### src/design/cluster_macros.svh
// Cluster configuration
// Data path widths, core count, address map and peripheral register offsets

`ifndef CLUSTER_MACROS_SVH
`define CLUSTER_MACROS_SVH

// Narrow port widths
`define CL_ADDR_W 32
`define CL_DATA_W 32

// One msip line per core
`define CL_NR_CORES 4

// Address map
`define CL_BASE_ADDR    32'h1000_0000
`define CL_TCDM_BYTES   4096
`define CL_PERIPH_BYTES 256

// Peripheral register offsets within the peripheral window
`define CL_NR_SCRATCH         4
`define CL_REG_SCRATCH_OFS    32'h0000_0000
`define CL_REG_CLINT_SET_OFS  32'h0000_0010
`define CL_REG_CLINT_CLR_OFS  32'h0000_0014
`define CL_REG_CLINT_STAT_OFS 32'h0000_0018

`endif

### src/design/cluster_pkg.sv
// Cluster package
// Shared vector types, response codes and the target slave states

`default_nettype none

`include "cluster_macros.svh"

package cluster_pkg;

  // Narrow port payloads
  typedef logic [`CL_ADDR_W-1:0]   addr_t;
  typedef logic [`CL_DATA_W-1:0]   data_t;
  typedef logic [`CL_DATA_W/8-1:0] strb_t;
  typedef logic [1:0]              resp_t;

  // One bit per core
  typedef logic [`CL_NR_CORES-1:0] core_mask_t;

  // AXI response codes
  localparam resp_t resp_okay   = 2'b00;
  localparam resp_t resp_slverr = 2'b10;

  // Single-outstanding target slave
  typedef enum logic [1:0] {
    idle,
    wait_wdata,
    send_b,
    send_r
  } slave_state_e;

endpackage

`default_nettype wire

### src/design/cluster_addr_decoder.sv
// Narrow port address decoder
// Steers each transaction to the TCDM or the peripherals, answers holes with slverr

`timescale 1ns/1ns
`default_nettype none

`include "cluster_macros.svh"

module cluster_addr_decoder (
  input  logic               clk,
  input  logic               rst_n,
  // Upstream narrow port
  input  logic               aw_valid,
  output logic               aw_ready,
  input  cluster_pkg::addr_t aw_addr,
  input  logic               w_valid,
  output logic               w_ready,
  input  cluster_pkg::data_t w_data,
  input  cluster_pkg::strb_t w_strb,
  output logic               b_valid,
  input  logic               b_ready,
  output cluster_pkg::resp_t b_resp,
  input  logic               ar_valid,
  output logic               ar_ready,
  input  cluster_pkg::addr_t ar_addr,
  output logic               r_valid,
  input  logic               r_ready,
  output cluster_pkg::data_t r_data,
  output cluster_pkg::resp_t r_resp,
  // TCDM target
  output logic               tcdm_aw_valid,
  input  logic               tcdm_aw_ready,
  output cluster_pkg::addr_t tcdm_aw_addr,
  output logic               tcdm_w_valid,
  input  logic               tcdm_w_ready,
  output cluster_pkg::data_t tcdm_w_data,
  output cluster_pkg::strb_t tcdm_w_strb,
  input  logic               tcdm_b_valid,
  output logic               tcdm_b_ready,
  input  cluster_pkg::resp_t tcdm_b_resp,
  output logic               tcdm_ar_valid,
  input  logic               tcdm_ar_ready,
  output cluster_pkg::addr_t tcdm_ar_addr,
  input  logic               tcdm_r_valid,
  output logic               tcdm_r_ready,
  input  cluster_pkg::data_t tcdm_r_data,
  input  cluster_pkg::resp_t tcdm_r_resp,
  // Peripheral target
  output logic               periph_aw_valid,
  input  logic               periph_aw_ready,
  output cluster_pkg::addr_t periph_aw_addr,
  output logic               periph_w_valid,
  input  logic               periph_w_ready,
  output cluster_pkg::data_t periph_w_data,
  output cluster_pkg::strb_t periph_w_strb,
  input  logic               periph_b_valid,
  output logic               periph_b_ready,
  input  cluster_pkg::resp_t periph_b_resp,
  output logic               periph_ar_valid,
  input  logic               periph_ar_ready,
  output cluster_pkg::addr_t periph_ar_addr,
  input  logic               periph_r_valid,
  output logic               periph_r_ready,
  input  cluster_pkg::data_t periph_r_data,
  input  cluster_pkg::resp_t periph_r_resp
);

  import cluster_pkg::*;

  localparam addr_t tcdm_base   = `CL_BASE_ADDR;
  localparam addr_t periph_base = `CL_BASE_ADDR + `CL_TCDM_BYTES;
  localparam addr_t periph_end  = periph_base + `CL_PERIPH_BYTES;

  typedef enum logic [1:0] {
    sel_tcdm,
    sel_periph,
    sel_none
  } sel_e;

  // Request forward, response collect, upstream response
  typedef enum logic [3:0] {
    d_idle,
    d_aw,
    d_w,
    d_wfwd,
    d_bwait,
    d_b,
    d_ar,
    d_rwait,
    d_r
  } dec_state_e;

  dec_state_e state;
  sel_e       sel;
  sel_e       aw_sel;
  sel_e       ar_sel;
  addr_t      dn_addr;
  data_t      dn_data;
  strb_t      dn_strb;
  resp_t      up_resp;
  data_t      up_data;
  logic       aw_hs;
  logic       w_hs;
  logic       ar_hs;
  logic       dn_aw_ready;
  logic       dn_w_ready;
  logic       dn_b_valid;
  resp_t      dn_b_resp;
  logic       dn_ar_ready;
  logic       dn_r_valid;
  data_t      dn_r_data;
  resp_t      dn_r_resp;

  function automatic sel_e decode(addr_t addr);
    if (addr >= tcdm_base && addr < periph_base) return sel_tcdm;
    if (addr >= periph_base && addr < periph_end) return sel_periph;
    return sel_none;
  endfunction

  function automatic addr_t window_offset(addr_t addr, sel_e target);
    return (target == sel_periph) ? addr - periph_base : addr - tcdm_base;
  endfunction

  assign aw_sel = decode(aw_addr);
  assign ar_sel = decode(ar_addr);

  ////////////////////
  // Upstream side

  // Address channels only open in idle, writes win a tie
  assign aw_ready = (state == d_idle);
  assign ar_ready = (state == d_idle) && !aw_valid;
  assign w_ready  = (state == d_w);
  assign b_valid  = (state == d_b);
  assign r_valid  = (state == d_r);
  assign b_resp   = up_resp;
  assign r_resp   = up_resp;
  assign r_data   = up_data;

  assign aw_hs = aw_valid && aw_ready;
  assign w_hs  = w_valid && w_ready;
  assign ar_hs = ar_valid && ar_ready;

  ////////////////////
  // Target side

  assign tcdm_aw_valid = (state == d_aw) && (sel == sel_tcdm);
  assign tcdm_w_valid  = (state == d_wfwd) && (sel == sel_tcdm);
  assign tcdm_b_ready  = (state == d_bwait) && (sel == sel_tcdm);
  assign tcdm_ar_valid = (state == d_ar) && (sel == sel_tcdm);
  assign tcdm_r_ready  = (state == d_rwait) && (sel == sel_tcdm);
  assign tcdm_aw_addr  = dn_addr;
  assign tcdm_ar_addr  = dn_addr;
  assign tcdm_w_data   = dn_data;
  assign tcdm_w_strb   = dn_strb;

  assign periph_aw_valid = (state == d_aw) && (sel == sel_periph);
  assign periph_w_valid  = (state == d_wfwd) && (sel == sel_periph);
  assign periph_b_ready  = (state == d_bwait) && (sel == sel_periph);
  assign periph_ar_valid = (state == d_ar) && (sel == sel_periph);
  assign periph_r_ready  = (state == d_rwait) && (sel == sel_periph);
  assign periph_aw_addr  = dn_addr;
  assign periph_ar_addr  = dn_addr;
  assign periph_w_data   = dn_data;
  assign periph_w_strb   = dn_strb;

  // Return path from the selected target
  assign dn_aw_ready = (sel == sel_periph) ? periph_aw_ready : tcdm_aw_ready;
  assign dn_w_ready  = (sel == sel_periph) ? periph_w_ready : tcdm_w_ready;
  assign dn_b_valid  = (sel == sel_periph) ? periph_b_valid : tcdm_b_valid;
  assign dn_b_resp   = (sel == sel_periph) ? periph_b_resp : tcdm_b_resp;
  assign dn_ar_ready = (sel == sel_periph) ? periph_ar_ready : tcdm_ar_ready;
  assign dn_r_valid  = (sel == sel_periph) ? periph_r_valid : tcdm_r_valid;
  assign dn_r_data   = (sel == sel_periph) ? periph_r_data : tcdm_r_data;
  assign dn_r_resp   = (sel == sel_periph) ? periph_r_resp : tcdm_r_resp;

  ////////////////////
  // Transaction FSM

  always_ff @(posedge clk) begin
    if (rst_n) begin
      state <= d_idle;
      sel   <= sel_none;
    end else begin
      case (state)
        d_idle: begin
          if (aw_hs) begin
            sel   <= aw_sel;
            state <= (aw_sel == sel_none) ? d_w : d_aw;
          end else if (ar_hs) begin
            sel   <= ar_sel;
            state <= (ar_sel == sel_none) ? d_r : d_ar;
          end
        end
        d_aw:    if (dn_aw_ready) state <= d_w;
        // Holes swallow the data beat here
        d_w:     if (w_valid) state <= (sel == sel_none) ? d_b : d_wfwd;
        d_wfwd:  if (dn_w_ready) state <= d_bwait;
        d_bwait: if (dn_b_valid) state <= d_b;
        d_b:     if (b_ready) state <= d_idle;
        d_ar:    if (dn_ar_ready) state <= d_rwait;
        d_rwait: if (dn_r_valid) state <= d_r;
        d_r:     if (r_ready) state <= d_idle;
        default: state <= d_idle;
      endcase
    end
  end

  always_ff @(posedge clk) begin
    if (aw_hs) begin
      dn_addr <= window_offset(aw_addr, aw_sel);
    end else if (ar_hs) begin
      dn_addr <= window_offset(ar_addr, ar_sel);
    end
    if (w_hs) begin
      dn_data <= w_data;
      dn_strb <= w_strb;
    end
    // Local error responses
    if (w_hs && sel == sel_none) begin
      up_resp <= resp_slverr;
    end
    if (ar_hs && ar_sel == sel_none) begin
      up_resp <= resp_slverr;
      up_data <= '0;
    end
    // Target responses
    if (state == d_bwait && dn_b_valid) begin
      up_resp <= dn_b_resp;
    end
    if (state == d_rwait && dn_r_valid) begin
      up_resp <= dn_r_resp;
      up_data <= dn_r_data;
    end
  end

  // Only one target answers at a time
  assert property (@(posedge clk) disable iff (rst_n)
    $onehot0({tcdm_b_valid, tcdm_r_valid, periph_b_valid, periph_r_valid}));

endmodule

`default_nettype wire

### config.mk
export PLATFORM = sky130hd
export DESIGN_NAME = cluster_addr_decoder
export DESIGN_NICKNAME = d
export VERILOG_FILES = /design/src/design/cluster_pkg.sv /design/src/design/cluster_addr_decoder.sv
export VERILOG_INCLUDE_DIRS = /design/src /design/src/design
export SDC_FILE = /design/constraint.sdc
export NUM_CORES = 1
export LEC_CHECK = 0
export ABC_CLOCK_PERIOD_IN_PS = 6900
export BUFFER_PORTS_ARGS = -buffer_cell sky130_fd_sc_hd__buf_2
export CAP_MARGIN = 10
export CORE_AREA = 5 5 170 172
export DETAILED_ROUTE_END_ITERATION = 16
export DIE_AREA = 0 0 175 177
export HOLD_SLACK_MARGIN = 0.08
export PLACE_DENSITY = 0.47
export SLEW_MARGIN = 5
export SYNTH_ARGS = -nofsm -noshare
export SYNTH_HDL_FRONTEND = slang
export SYNTH_SLANG_ARGS = --single-unit
### constraint.sdc
create_clock -name clk -period 6.9 [get_ports clk]
set_clock_uncertainty 0.1 [all_clocks]
set_input_delay 0.345 -clock clk [delete_from_list [all_inputs] [get_ports clk]]
set_output_delay 0.345 -clock clk [all_outputs]
set_load 0.005 [all_outputs]
==> results.md <==
- Most frequent cells in the layout: buf_2, nand2_1, edfxtp_1, a21oi_1, dlygate4sd3_1
- First drt pass iteration count: 4
- Post-synth EDFFs: 102
- Utilization after layout: 0.3119
- RSZ-0062 raised after global routing: false
- Mapped cell area: 0.006290 mm^2
- Maximum vdd ir drop: 136.3 uV
- Fin crit share: 0.4225
- Top FF cell, synth: edfxtp_1
- CP peak stage delay: 0.67 ns
- Status: finished clean
- CTS clock-pin slew for the worst setup and hold paths: 0.07 ns
- Initial antenna violation count: 1
- Total of max-cap violations: 0
- H-tree Lvls: 3
- DR WL/cell: 17.98 um
- Crit path from: state[3]$_SDFFE_PP0P_
- Syn Inst Count: 623
- Final Slew Violations: 0
- # DRC: 0
- Worst path cell trace: nor4_1, nor2b_1, o2111ai_1, and2_1, inv_1, buf_4
- Largest net degree at the start of global routing: 42
- Synth cell types: 64
- GPL Wtd Cong: 0.8202
- Critical path buffer and inverter count: 2
- Nets: 1153
- Final Instance Area: 0.008522 mm^2
- Synth warn: 0
- Row count: 61
- Worst-margin pin slew: 0.9562 ns
- Sequential share of the synthesized area: 0.5061
- Tot Pwr: 2777 uW
- Critical path's slowest cell: nor4_1
- First-pass GRT wire length: 33260 um
- Pwr/cell area: 325.9 mW/mm^2
- Worst setup EP type: flop
- Share of layout cells above drive strength 1: 0.5005
- Setup TNS: 0 ns
- Achievable frequency: 343.0 MHz
- Tmin final: 2.915 ns
- WS Path Type: flop to flop
- Initial drt markers: 275
- Tot GR Track Use: 0.1402
- Final setup violation count: 0
- Syn Area/Cell: 10.10 um^2
- Commonest non-fill, non-tap cell in the layout: buf_2
- Post-Synth XOR/XNOR Area: 0.005570
- Core Area: 0.02732 mm^2
- Worst Path Max Fanout: 32
- Adder-cell share of the synthesized area: 0.01591
- Initial core utilization: 0.2302
- Syn-to-layout area delta: 35.49%
- WP data arrival: 2.82 ns
- Compound-Gate Fraction of Synth Area: 0.1030
- Slew margin rel.: 0.3626
- CTS buffer count: 9
- Die Height: 177 um
- Via-to-Cell Ratio: 4.325
- CP startpoint kind: flop
- Die area: 0.03098 mm^2
- HP Start: rst_n
- Critical R2R Launch: state[3]$_SDFFE_PP0P_
- Placed Area: 0.007836 mm^2
- CP required: 6.80 ns
- Vias: 5653
- Final Hold Vio Count: 0
- WL final: 23500 um
- Worst path top cell family by delay: simple AND/OR/NAND/NOR gates
- Die Width: 175 um
- Clock sink count: 108
- CTS Buffer Depth: 2
- Number of diodes: 0
- # fillers: 2922
- I/O pins: 440
- CTS root buf: clkbuf_16
- Port buffer count: 439
- Largest family of logic cells by synthesized area: buffers and inverters
- WHS: 0.1474 ns
- HP Class: input port to flop
- Clk Latency, worst-skew pair: 0.35 ns
- Post-synth ARST share: 0
- Vias in the first global route: 5597
- Synthesized flop and latch total: 108
- Routed Antenna Nets: 0
- Leakage: 0.003918 uW
- Syn nets: 820
- GRT Residual Overflow: 0
- Mux cell area share after synthesis: 0.01412
- Post-synthesis simple-gate area fraction: 0.1651
- CTS tree: done
- Post-DP HPWL: 18720 um
synth_stat cells, types with 2 or more instances:
master,count,area share
clkbuf_1,13,0.0078
buf_2,3,0.0024
a221oi_1,3,0.0042
nor2_1,22,0.013
buf_4,136,0.16
o21ai_0,7,0.0056
ha_1,8,0.016
o211ai_1,3,0.0036
nor2b_1,6,0.0060
a211oi_1,2,0.0024
edfxtp_1,102,0.49
a41o_1,2,0.0032
inv_1,15,0.0090
buf_6,2,0.0036
buf_1,5,0.0030
o41ai_1,2,0.0028
mux2_2,3,0.0054
nor3_1,18,0.014
nand2b_1,8,0.0080
and2_1,4,0.0040
a21oi_1,45,0.036
a31oi_1,2,0.0020
nor4_1,8,0.0080
nand2_1,129,0.077
xnor2_1,3,0.0042
mux2i_1,4,0.0064
a41oi_1,2,0.0028
or3_1,4,0.0040
nand3_1,9,0.0072
dfxtp_1,6,0.019
o21a_1,2,0.0024
a311oi_1,2,0.0028
o22a_1,8,0.011
or4_1,3,0.0036
or2_2,3,0.0030
final timing paths:
path | to | slack, ns | cells after the start
hold reg to reg | state[0]$_SDFFE_PP0P_ | 0.59 | 2
hold / removal | state[3]$_SDFFE_PP0P_ | 0.15 | 2
setup / recovery | r_data[2]$_SDFFCE_PN0P_ | 3.98 | 6
setup reg to reg | r_data[2]$_SDFFCE_PN0P_ | 3.98 | 6
cells by family (layout without fill, tap and decap cells):
family | after synthesis | count (layout)
flip-flops | 108 | 108
multiplexers | 8 | 8
buffers and inverters | 175 | 513
AO/OA/AOI/OAI | 94 | 94
AND/OR/NAND/NOR | 226 | 226
XOR/XNOR | 4 | 4
adder cells (fa/ha/maj) | 8 | 8
registers in the layout (all words and copies together), names as in the netlist:
signal,cells
periph_ar_addr,32
periph_w_strb,4
r_data,32
sel,2
b_resp,2
state,4
periph_w_data,32
layout make-up:
cell class,instances,area [um^2],area share
Inverter,15,56.30,0.006607
Sequential cell,108,3183,0.3735
Timing Repair Buffer,482,2610,0.3063
Tap cell,346,432.9,0.05080
Clock inverter,7,100.1,0.01175
Multi-Input combinational cell,340,1914,0.2246
Clock buffer,9,225.2,0.02643
worst reg2reg max path, stage by stage, from the launching register on:
cell and delay (ns):
dfxtp_1 0.46, nor4_1 0.68, nor2b_1 0.40, o2111ai_1 0.24
and2_1 0.25, inv_1 0.06, buf_4 0.37
stage by stage:
step	instances	worst slack, ns
3_5_place_dp	1255	3.873
6_report	1307	3.985
5_1_grt	1307	3.728
2_1_floorplan	623	4.053
4_1_cts	1307	3.960
3_3_place_gp	1255	3.841
repair_timing:
item	CTS	global route
setup buffers	0	0
hold endpoints to repair	36	0
hold buffers	36	0
gates resized for setup	0	0
routing by layer:
metal	vias to the layer above	GRT usage	part of all wire
li1	2715	-	-
met1	2685	0.1801	0.42
met2	226	0.2429	0.51
met3	25	0.02329	0.052
met4	2	0.04321	0.019
met5	-	0	0.00055
report_power, final:
| group | leakage [uW] | switching (uW) | internal (uW) |
|---|---|---|---|
| logic | 0.00275 | 578 | 489 |
| clock network | 0.000158 | 278 | 295 |
| registers | 0.00101 | 178 | 958 |
Power figures use the tool's default switching activity.
