--- config.mk ---
export PLATFORM = sky130hd
export DESIGN_NAME = cluster_periph_regs
export DESIGN_NICKNAME = d
export VERILOG_FILES = /design/src/design/cluster_pkg.sv /design/src/design/cluster_periph_regs.sv
export VERILOG_INCLUDE_DIRS = /design/src /design/src/design
export SDC_FILE = /design/constraint.sdc
export NUM_CORES = 1
export LEC_CHECK = 0
export ABC_AREA = 1
export BUFFER_PORTS_ARGS = -buffer_cell sky130_fd_sc_hd__buf_2
export CORE_UTILIZATION = 30
export DETAILED_ROUTE_END_ITERATION = 10
export SETUP_SLACK_MARGIN = 0.15
export SLEW_MARGIN = 5
export SYNTH_ARGS = -nofsm -noshare
export SYNTH_HDL_FRONTEND = slang
export SYNTH_SLANG_ARGS = --single-unit
export TNS_END_PERCENT = 5
--- constraint.sdc ---
create_clock -name clk -period 4.4 [get_ports clk]
set_clock_uncertainty 0.15 [all_clocks]
set_input_delay 0.22 -clock clk [delete_from_list [all_inputs] [get_ports clk]]
set_output_delay 0.22 -clock clk [all_outputs]
set_load 0.01 [all_outputs]
--- src/design/cluster_macros.svh ---
// Cluster configuration
// Data path widths, core count, address map and peripheral register offsets

`ifndef CLUSTER_MACROS_SVH
`define CLUSTER_MACROS_SVH

// Narrow port widths
`define CL_ADDR_W 32
`define CL_DATA_W 32

// One msip line per core
`define CL_NR_CORES 4

// Address map
`define CL_BASE_ADDR    32'h1000_0000
`define CL_TCDM_BYTES   4096
`define CL_PERIPH_BYTES 256

// Peripheral register offsets within the peripheral window
`define CL_NR_SCRATCH         4
`define CL_REG_SCRATCH_OFS    32'h0000_0000
`define CL_REG_CLINT_SET_OFS  32'h0000_0010
`define CL_REG_CLINT_CLR_OFS  32'h0000_0014
`define CL_REG_CLINT_STAT_OFS 32'h0000_0018

`endif

--- src/design/cluster_pkg.sv ---
// Cluster package
// Shared vector types, response codes and the target slave states

`default_nettype none

`include "cluster_macros.svh"

package cluster_pkg;

  // Narrow port payloads
  typedef logic [`CL_ADDR_W-1:0]   addr_t;
  typedef logic [`CL_DATA_W-1:0]   data_t;
  typedef logic [`CL_DATA_W/8-1:0] strb_t;
  typedef logic [1:0]              resp_t;

  // One bit per core
  typedef logic [`CL_NR_CORES-1:0] core_mask_t;

  // AXI response codes
  localparam resp_t resp_okay   = 2'b00;
  localparam resp_t resp_slverr = 2'b10;

  // Single-outstanding target slave
  typedef enum logic [1:0] {
    idle,
    wait_wdata,
    send_b,
    send_r
  } slave_state_e;

endpackage

`default_nettype wire

--- src/design/cluster_periph_regs.sv ---
// Cluster peripheral registers
// Scratch words plus the CL_CLINT set, clear and status registers driving msip

`timescale 1ns/1ns
`default_nettype none

`include "cluster_macros.svh"

module cluster_periph_regs (
  input  logic                    clk,
  input  logic                    rst_n,
  input  logic                    aw_valid,
  output logic                    aw_ready,
  input  cluster_pkg::addr_t      aw_addr,
  input  logic                    w_valid,
  output logic                    w_ready,
  input  cluster_pkg::data_t      w_data,
  input  cluster_pkg::strb_t      w_strb,
  output logic                    b_valid,
  input  logic                    b_ready,
  output cluster_pkg::resp_t      b_resp,
  input  logic                    ar_valid,
  output logic                    ar_ready,
  input  cluster_pkg::addr_t      ar_addr,
  output logic                    r_valid,
  input  logic                    r_ready,
  output cluster_pkg::data_t      r_data,
  output cluster_pkg::resp_t      r_resp,
  output cluster_pkg::core_mask_t msip
);

  import cluster_pkg::*;

  localparam int unsigned nr_bytes      = `CL_DATA_W / 8;
  localparam int unsigned scratch_idx_w = $clog2(`CL_NR_SCRATCH);
  localparam addr_t       scratch_end   = `CL_REG_SCRATCH_OFS + 4 * `CL_NR_SCRATCH;

  slave_state_e state;
  addr_t        wr_ofs;
  data_t        scratch [`CL_NR_SCRATCH];
  core_mask_t   pending;
  resp_t        b_resp_q;
  data_t        r_data_q;
  resp_t        r_resp_q;
  data_t        rd_data;
  resp_t        rd_resp;
  logic         aw_hs;
  logic         w_hs;
  logic         ar_hs;

  function automatic logic is_scratch(addr_t ofs);
    return ofs >= `CL_REG_SCRATCH_OFS && ofs < scratch_end && ofs[1:0] == 2'b00;
  endfunction

  function automatic logic [scratch_idx_w-1:0] scratch_idx(addr_t ofs);
    addr_t rel;
    rel = (ofs - `CL_REG_SCRATCH_OFS) >> 2;
    return rel[scratch_idx_w-1:0];
  endfunction

  assign aw_ready = (state == idle);
  assign ar_ready = (state == idle) && !aw_valid;
  assign w_ready  = (state == wait_wdata);
  assign b_valid  = (state == send_b);
  assign r_valid  = (state == send_r);
  assign b_resp   = b_resp_q;
  assign r_data   = r_data_q;
  assign r_resp   = r_resp_q;
  assign msip     = pending;

  assign aw_hs = aw_valid && aw_ready;
  assign w_hs  = w_valid && w_ready;
  assign ar_hs = ar_valid && ar_ready;

  // SET and CLR read back as zero
  always_comb begin
    rd_data = '0;
    rd_resp = resp_okay;
    if (is_scratch(ar_addr)) begin
      rd_data = scratch[scratch_idx(ar_addr)];
    end else if (ar_addr == `CL_REG_CLINT_STAT_OFS) begin
      rd_data = data_t'(pending);
    end else if (ar_addr != `CL_REG_CLINT_SET_OFS && ar_addr != `CL_REG_CLINT_CLR_OFS) begin
      rd_resp = resp_slverr;
    end
  end

  ////////////////////
  // FSM and registers

  always_ff @(posedge clk) begin
    if (rst_n) begin
      state   <= idle;
      pending <= '0;
      for (int i = 0; i < `CL_NR_SCRATCH; i++) begin
        scratch[i] <= '0;
      end
    end else begin
      case (state)
        idle: begin
          if (aw_hs) begin
            state <= wait_wdata;
          end else if (ar_hs) begin
            state <= send_r;
          end
        end
        wait_wdata: begin
          if (w_hs) begin
            state <= send_b;
            if (is_scratch(wr_ofs)) begin
              for (int b = 0; b < nr_bytes; b++) begin
                if (w_strb[b]) scratch[scratch_idx(wr_ofs)][8*b +: 8] <= w_data[8*b +: 8];
              end
            end else if (wr_ofs == `CL_REG_CLINT_SET_OFS) begin
              pending <= pending | w_data[`CL_NR_CORES-1:0];
            end else if (wr_ofs == `CL_REG_CLINT_CLR_OFS) begin
              pending <= pending & ~w_data[`CL_NR_CORES-1:0];
            end
          end
        end
        send_b:  if (b_ready) state <= idle;
        send_r:  if (r_ready) state <= idle;
        default: state <= idle;
      endcase
    end
  end

  // Response payloads
  always_ff @(posedge clk) begin
    if (aw_hs) begin
      wr_ofs <= aw_addr;
    end
    if (w_hs) begin
      b_resp_q <= (is_scratch(wr_ofs) || wr_ofs == `CL_REG_CLINT_SET_OFS ||
                   wr_ofs == `CL_REG_CLINT_CLR_OFS) ? resp_okay : resp_slverr;
    end
    if (ar_hs) begin
      r_data_q <= rd_data;
      r_resp_q <= rd_resp;
    end
  end

  // Interrupt lines move only as a result of a write beat
  assert property (@(posedge clk) disable iff (rst_n)
    !$stable(msip) |-> $past(w_valid && w_ready));

endmodule

`default_nettype wire

==> flow_summary.json, run 1 <==
{
  "outcome": "complete, but fails checks",
  "violations": "hold timing",
  "endpoint_kind": "flop",
  "ys_seq_area_frac": 0.690,
  "worst_hold_slack_ns": -0.000213,
  "p_int_mw": 3.17,
  "endpoint": "scratch[1][9]",
  "rr_worst_depth": 9,
  "ir_worst_vdd_v": 0.000301,
  "postLayoutCellArea_sq_mm": 0.0110,
  "postSynthAreaPerCell_sq_um": 11.3,
  "holdCritPathClass": "in2reg",
  "swShare": 0.253,
  "clock_latency_ns": 0.44,
  "dr.pass1.iters": 5,
  "r2r_end": "scratch[1][9]",
  "antenna_cells": 0,
  "die_h_um": 171,
  "grt_setup_unrepaired": "no",
  "yosysMostFrequentCell": "nor2_1",
  "report.final.slew_viol_count": 0,
  "crit_type": "reg2reg",
  "hold_violations": 1,
  "async_flop_share": 0,
  "fillCellCount": 2695,
  "finalCritPeriodShare": 0.655,
  "synth_area_leaders": "edfxtp_1, nor2_1, inv_1",
  "grt_max_degree": 46,
  "grt_pass1_vias": 6024,
  "synth_edf_count": 194,
  "path_max_fanout": 45,
  "ys_top_cells_by_count": "nor2_1, edfxtp_1, inv_1, nand2_1, o21ai_0",
  "via_per_inst": 4.49,
  "p_leak_nw": 4.64,
  "synth_cell_types": 33,
  "fin_setup_tns_ns": 0,
  "hpwl_um": 14700,
  "antenna_found_initial": 1,
  "drt-wirelength-per-cell_um": 15.5,
  "yosysWarnings": 0,
  "fin_nets": 1082,
  "initialDrtViolationCount": 451,
  "layout.cells.non_filler": 1366,
  "post_dp_cell_area_sq_mm": 0.00976,
  "synth_top_area_cell": "edfxtp_1",
  "p_comb_frac": 0.094,
  "tritoncts": "yes",
  "core-area_sq_mm": 0.0280,
  "ant_nets": 0,
  "netlist_instances": 765,
  "reg2reg_slack_ns": 1.52,
  "cts_root_buffer": "clkbuf_16",
  "p_seq_frac": 0.531,
  "ys_seq_elements": 200,
  "wl_um": 21100,
  "dpl.cell_count": 1270,
  "cts_max_level": 4,
  "startpoint_type": "flop",
  "clock_power_share": 0.375,
  "fin_crit_ns": 2.88,
  "cts_resized": 0,
  "max_cap_violations": 0,
  "setup_viol": 0,
  "io_buffers": 149,
  "relSlewSlack": 0.273,
  "power_mw": 4.25,
  "initial_core_util": 0.308,
  "grt-ovfl-total": 0,
  "power_density_mw_per_mm2": 386,
  "io_pins": 152,
  "cts.sinks": 200,
  "grt_usage": 0.149,
  "syn_area_sq_mm": 0.00862,
  "grt_pass1_wl_um": 32600,
  "rows": 61,
  "arrival_ns": 2.84,
  "synth_top_area_frac": 0.676,
  "clockBufferDepth": 2,
  "die_w_um": 171,
  "drc": 0,
  "num_vias": 6132,
  "clkTransAtPathRegs_ns": 0.08,
  "p_sw_mw": 1.08,
  "synth_ff_type": "edfxtp_1",
  "multi_input_area_sq_mm": 0.00219,
  "die_area_sq_mm": 0.0294,
  "r2r-start": "wr_ofs[17]",
  "areaGrowthSynthToFinish_pct": 27.6,
  "fmax_ghz": 0.347,
  "worst_pin_slew_ns": 1.09,
  "cp-startpoint": "wr_ofs[17]",
  "drive_gt1_frac": 0.225,
  "regArea_sq_mm": 0.00595,
  "fin_util": 0.393,
  "cts_buffers": 17,
  "place_congestion": 0.791,
  "crit_required_ns": 4.36
}
[sequential cells by signal (all words and copies together) (netlist names), named ones only]
name / cells
scratch: 128
r_resp: 1
b_resp: 1
wr_ofs: 32
state: 2
r_data: 32
[cells in the final DEF, fill, tap and decap left out, drive strengths merged, types with 3 or more instances in the layout]
master / count
edfxtp: 194
o21ai: 41
buf: 154
clkbuf: 17
clkinv: 6
nand3: 16
dfxtp: 6
nand2: 88
dlygate4sd3: 64
a22oi: 4
nand4: 15
nor2: 238
nor3: 3
inv: 104
a221oi: 28
[cell type report]
class,instances,share of cell area
inverters,96,0.0330
clock inverters,15,0.0157
clock buffers,17,0.0387
multi-input cells,442,0.200
flip-flops and latches,200,0.541
repair buffers,218,0.129
well taps,378,0.0430
[how the worst min path moves through the flow]
stage,startpoint,to,slack [ns],cells after the start
after global routing,w_data[31],scratch[3][31],0.01,3
final,w_data[31],scratch[3][31],-0.0002,3
after detailed placement,aw_addr[8],wr_ofs[8],0.25,1
after global placement,aw_addr[8],wr_ofs[8],0.25,1
after floorplan,rst_n,state[1],0.15,1
after CTS,w_data[31],scratch[3][31],0.0001,3
[stage by stage]
| step | hold WS [ns] | setup WS [ns] |
|---|---|---|
| 2_1_floorplan | 0.148 | 1.64 |
| 3_3_place_gp | 0.248 | 1.62 |
| 3_5_place_dp | 0.248 | 1.55 |
| 4_1_cts | 0.000147 | 1.52 |
| 5_1_grt | 0.00985 | 1.20 |
| 6_report | -0.000213 | 1.52 |
[critical path: stages (launching register included)]
cell and delay, ns:
edfxtp_1 0.39, nor2_1 0.12, nand2_1 0.06, nor2_1 0.12, nand2_1 0.17, nor2_8 0.17
o211ai_2 0.12, nand2_4 0.47, nand4_2 0.35, nand2_1 0.37
[logic make-up after synthesis]
logic type,count (synthesis),share of synthesized area
AND/OR/NAND/NOR,362,0.191
flip-flops,200,0.690
AO/OA/AOI/OAI,78,0.0608
other,1,0.000435
buffers and inverters,124,0.0582
[power groups by stage]
| stage | combinational [mW] | clock (mW) | sequential, mW |
|---|---|---|---|
| after floorplan | 0.198 | 0 | 2.29 |
| after global placement | 0.356 | 0 | 2.29 |
| after detailed placement | 0.360 | 0 | 2.30 |
| after CTS | 0.406 | 1.62 | 2.25 |
| after global routing | 0.449 | 1.69 | 2.27 |
| final | 0.401 | 1.59 | 2.25 |
[timing repair]
item                      in CTS  in global routing
setup buffers                  0                  0
hold endpoints to repair     106                  0
hold buffers                  64                  0
[routing by layer]
layer | wire length, um | share of wire | up-vias | GRT usage
li1 | - | - | 3019 | -
met2 | 10100 | 0.48 | 188 | 0.248
met5 | 17 | 0.00080 | - | 0
met4 | 264 | 0.012 | 2 | 0.0446
met3 | 1190 | 0.056 | 20 | 0.0320
met1 | 9560 | 0.45 | 2903 | 0.195
Power figures use the tool's default switching activity.
==> inputs of run 2 (changes only) <==
==> constraint.sdc (replaced) <==
create_clock -name clk -period 2.6 [get_ports clk]
set_clock_uncertainty 0.15 [all_clocks]
set_input_delay 0.13 -clock clk [delete_from_list [all_inputs] [get_ports clk]]
set_output_delay 0.13 -clock clk [all_outputs]
set_load 0.01 [all_outputs]
==> run 2 against run 1 <==
  * The flow now finishes without violations
  * Non-clock buffer count grew 27
  * Combinational power increased by 75%
  * Clock power increased by 56%
  * Core utilization increased by 0.67 points
  * Sequential power grew 69%
  * Count of clock-buffer cells in the layout grew 1
  * Global-route usage shrank 0.47 points
  * Cell count rose by 2.0%
  * Die area did not move
  * Maximum frequency up 20%
  * Wire length shrank 3.4%
==> flow_summary.json, run 2 (synthesis gave the netlist of run 1 again) <==
{
  "r2r_end": "scratch[1][23]",
  "fin_crit_ns": 2.40,
  "report.final.slew_viol_count": 0,
  "grt_setup_unrepaired": "yes",
  "die_area_sq_mm": 0.0294,
  "cp_top_family": "simple AND/OR/NAND/NOR gates",
  "max_stage_delay_ns": 0.37,
  "cts.sinks": 200,
  "num_vias": 6116,
  "relSlewSlack": 0.216,
  "via_per_inst": 4.39,
  "cts_buffers": 17,
  "io_buffers": 149,
  "final_common_cell": "nor2_1",
  "setup_viol": 0,
  "antenna_found_initial": 0,
  "rr_worst_depth": 9,
  "max_cap_violations": 0,
  "clock_latency_ns": 0.43,
  "hpwl_um": 14000,
  "r2r-start": "wr_ofs[29]",
  "cts_setup_buffers": 0,
  "place_congestion": 0.773,
  "areaGrowthSynthToFinish_pct": 29.8,
  "cts_max_level": 4,
  "dr.pass1.iters": 5,
  "cts_root_buffer": "clkbuf_16",
  "cp.depth": 9,
  "slowest_stage": "edfxtp_1",
  "largest_register": "scratch",
  "drt-wirelength-per-cell_um": 14.7,
  "hold_path_startpoint": "ar_addr[4]",
  "finalCritPeriodShare": 0.922,
  "fmax_ghz": 0.417,
  "wl_um": 20400,
  "dpl.cell_count": 1293,
  "min_to": "r_data[2]",
  "clkTransAtPathRegs_ns": 0.08,
  "clockBufferDepth": 2,
  "core-area_sq_mm": 0.0280,
  "power_mw": 6.99,
  "holdCritPathClass": "in2reg",
  "io_pins": 152,
  "worst_path_most_repeated_cell": "nand2_1",
  "startpoint_type": "flop",
  "grt_pass1_vias": 6059,
  "ir_worst_vdd_v": 0.000349,
  "layout.cells.non_filler": 1393,
  "tritoncts": "yes",
  "p_leak_nw": 4.74,
  "fin_setup_tns_ns": 0,
  "largest_reg_flops": 128,
  "grt_usage": 0.144,
  "endpoint_kind": "flop",
  "initialDrtViolationCount": 352,
  "die_w_um": 171,
  "crit_type": "reg2reg",
  "crit_required_ns": 2.52,
  "outcome": "complete, no violations",
  "fin_util": 0.399,
  "rows": 61,
  "grt_max_degree": 35,
  "final_cell_mix": "nor2_1, edfxtp_1, buf_2, inv_1, nand2_1",
  "setup_slack_ns": 0.204,
  "holdPathStages": 4,
  "initial_core_util": 0.308,
  "fin_nets": 1109,
  "ant_nets": 0,
  "worst_pin_slew_ns": 1.17,
  "drive_gt1_frac": 0.243,
  "power_density_mw_per_mm2": 624,
  "reg2reg_slack_ns": 0.20,
  "antenna_cells": 0,
  "drc": 0,
  "dpl_worst_slack_ns": 0.0377,
  "die_h_um": 171,
  "grt-ovfl-total": 0,
  "grt_pass1_wl_um": 31600,
  "path_max_fanout": 8,
  "crit_buf_inv": 0,
  "hold_violations": 0,
  "cp_cell_sequence": "nor2_1 > nand2_1 > nor2_1 > nand2_1 > nor2_8 > nand2_1 > nand2_1 > nand4_4 > nand2_1",
  "arrival_ns": 2.32
}
[run 2: cell count changes in the layout (fill, tap and decap cells not counted), moves of 2 or more]
| cell | previous run | this run |
|---|---|---|
| dlygate4sd3_1 | 64 | 68 |
| clkinv_2 | 0 | 2 |
| inv_6 | 5 | 0 |
| clkinv_4 | 2 | 4 |
| nand2_2 | 3 | 7 |
| nand2_1 | 84 | 80 |
| buf_4 | 5 | 28 |
[run 2: worst reg2reg max path: stages (launching register included)]
cell and delay (ns):
edfxtp_1 0.37, nor2_1 0.12, nand2_1 0.07, nor2_1 0.12
nand2_1 0.17, nor2_8 0.18, nand2_1 0.12, nand2_1 0.26
nand4_4 0.13, nand2_1 0.35
[run 2: power breakdown]
group | internal (mW) | switching, mW | leakage (nW)
Combinational | 0.268 | 0.434 | 2.51
Sequential | 3.74 | 0.0609 | 1.97
Clock | 1.26 | 1.23 | 0.269
[run 2: final cells by class]
cell class / instances / area [sq um]
clock buffers: 18 / 429
clock inverters: 14 / 121
fillers: 2734 / 16800
inverters: 96 / 363
multi-input cells: 442 / 2220
flip-flops and latches: 200 / 5950
well taps: 378 / 473
repair buffers: 245 / 1640
[run 2: metal layers]
layer / global-route usage / share of wire
met1: 0.182 / 0.44
met2: 0.249 / 0.50
met3: 0.0244 / 0.049
met4: 0.0501 / 0.015
met5: 0 / 0
[run 2: stage by stage]
step / hold slack (ns) / cell area [sq um]
2_1_floorplan: 0.0580 / 8620
5_1_grt: 0.111 / 11200
4_1_cts: 0.0839 / 11200
6_report: 0.0873 / 11200
3_3_place_gp: 0.157 / 9940
3_5_place_dp: 0.158 / 9940
[run 2: worst max path at each step]
stage / endpoint / startpoint
2_1_floorplan: wr_ofs[0] / state[0]
3_3_place_gp: scratch[3][27] / wr_ofs[13]
3_5_place_dp: scratch[3][12] / wr_ofs[15]
4_1_cts: scratch[0][8] / wr_ofs[15]
5_1_grt: scratch[1][23] / wr_ofs[13]
6_report: scratch[1][23] / wr_ofs[29]
[run 2: repair_timing]
item	CTS	global route
gates resized for setup	3	3
setup endpoints to repair	128	128
endpoints found under the hold margin	166	0
cloned	0	0
hold buffers	68	0
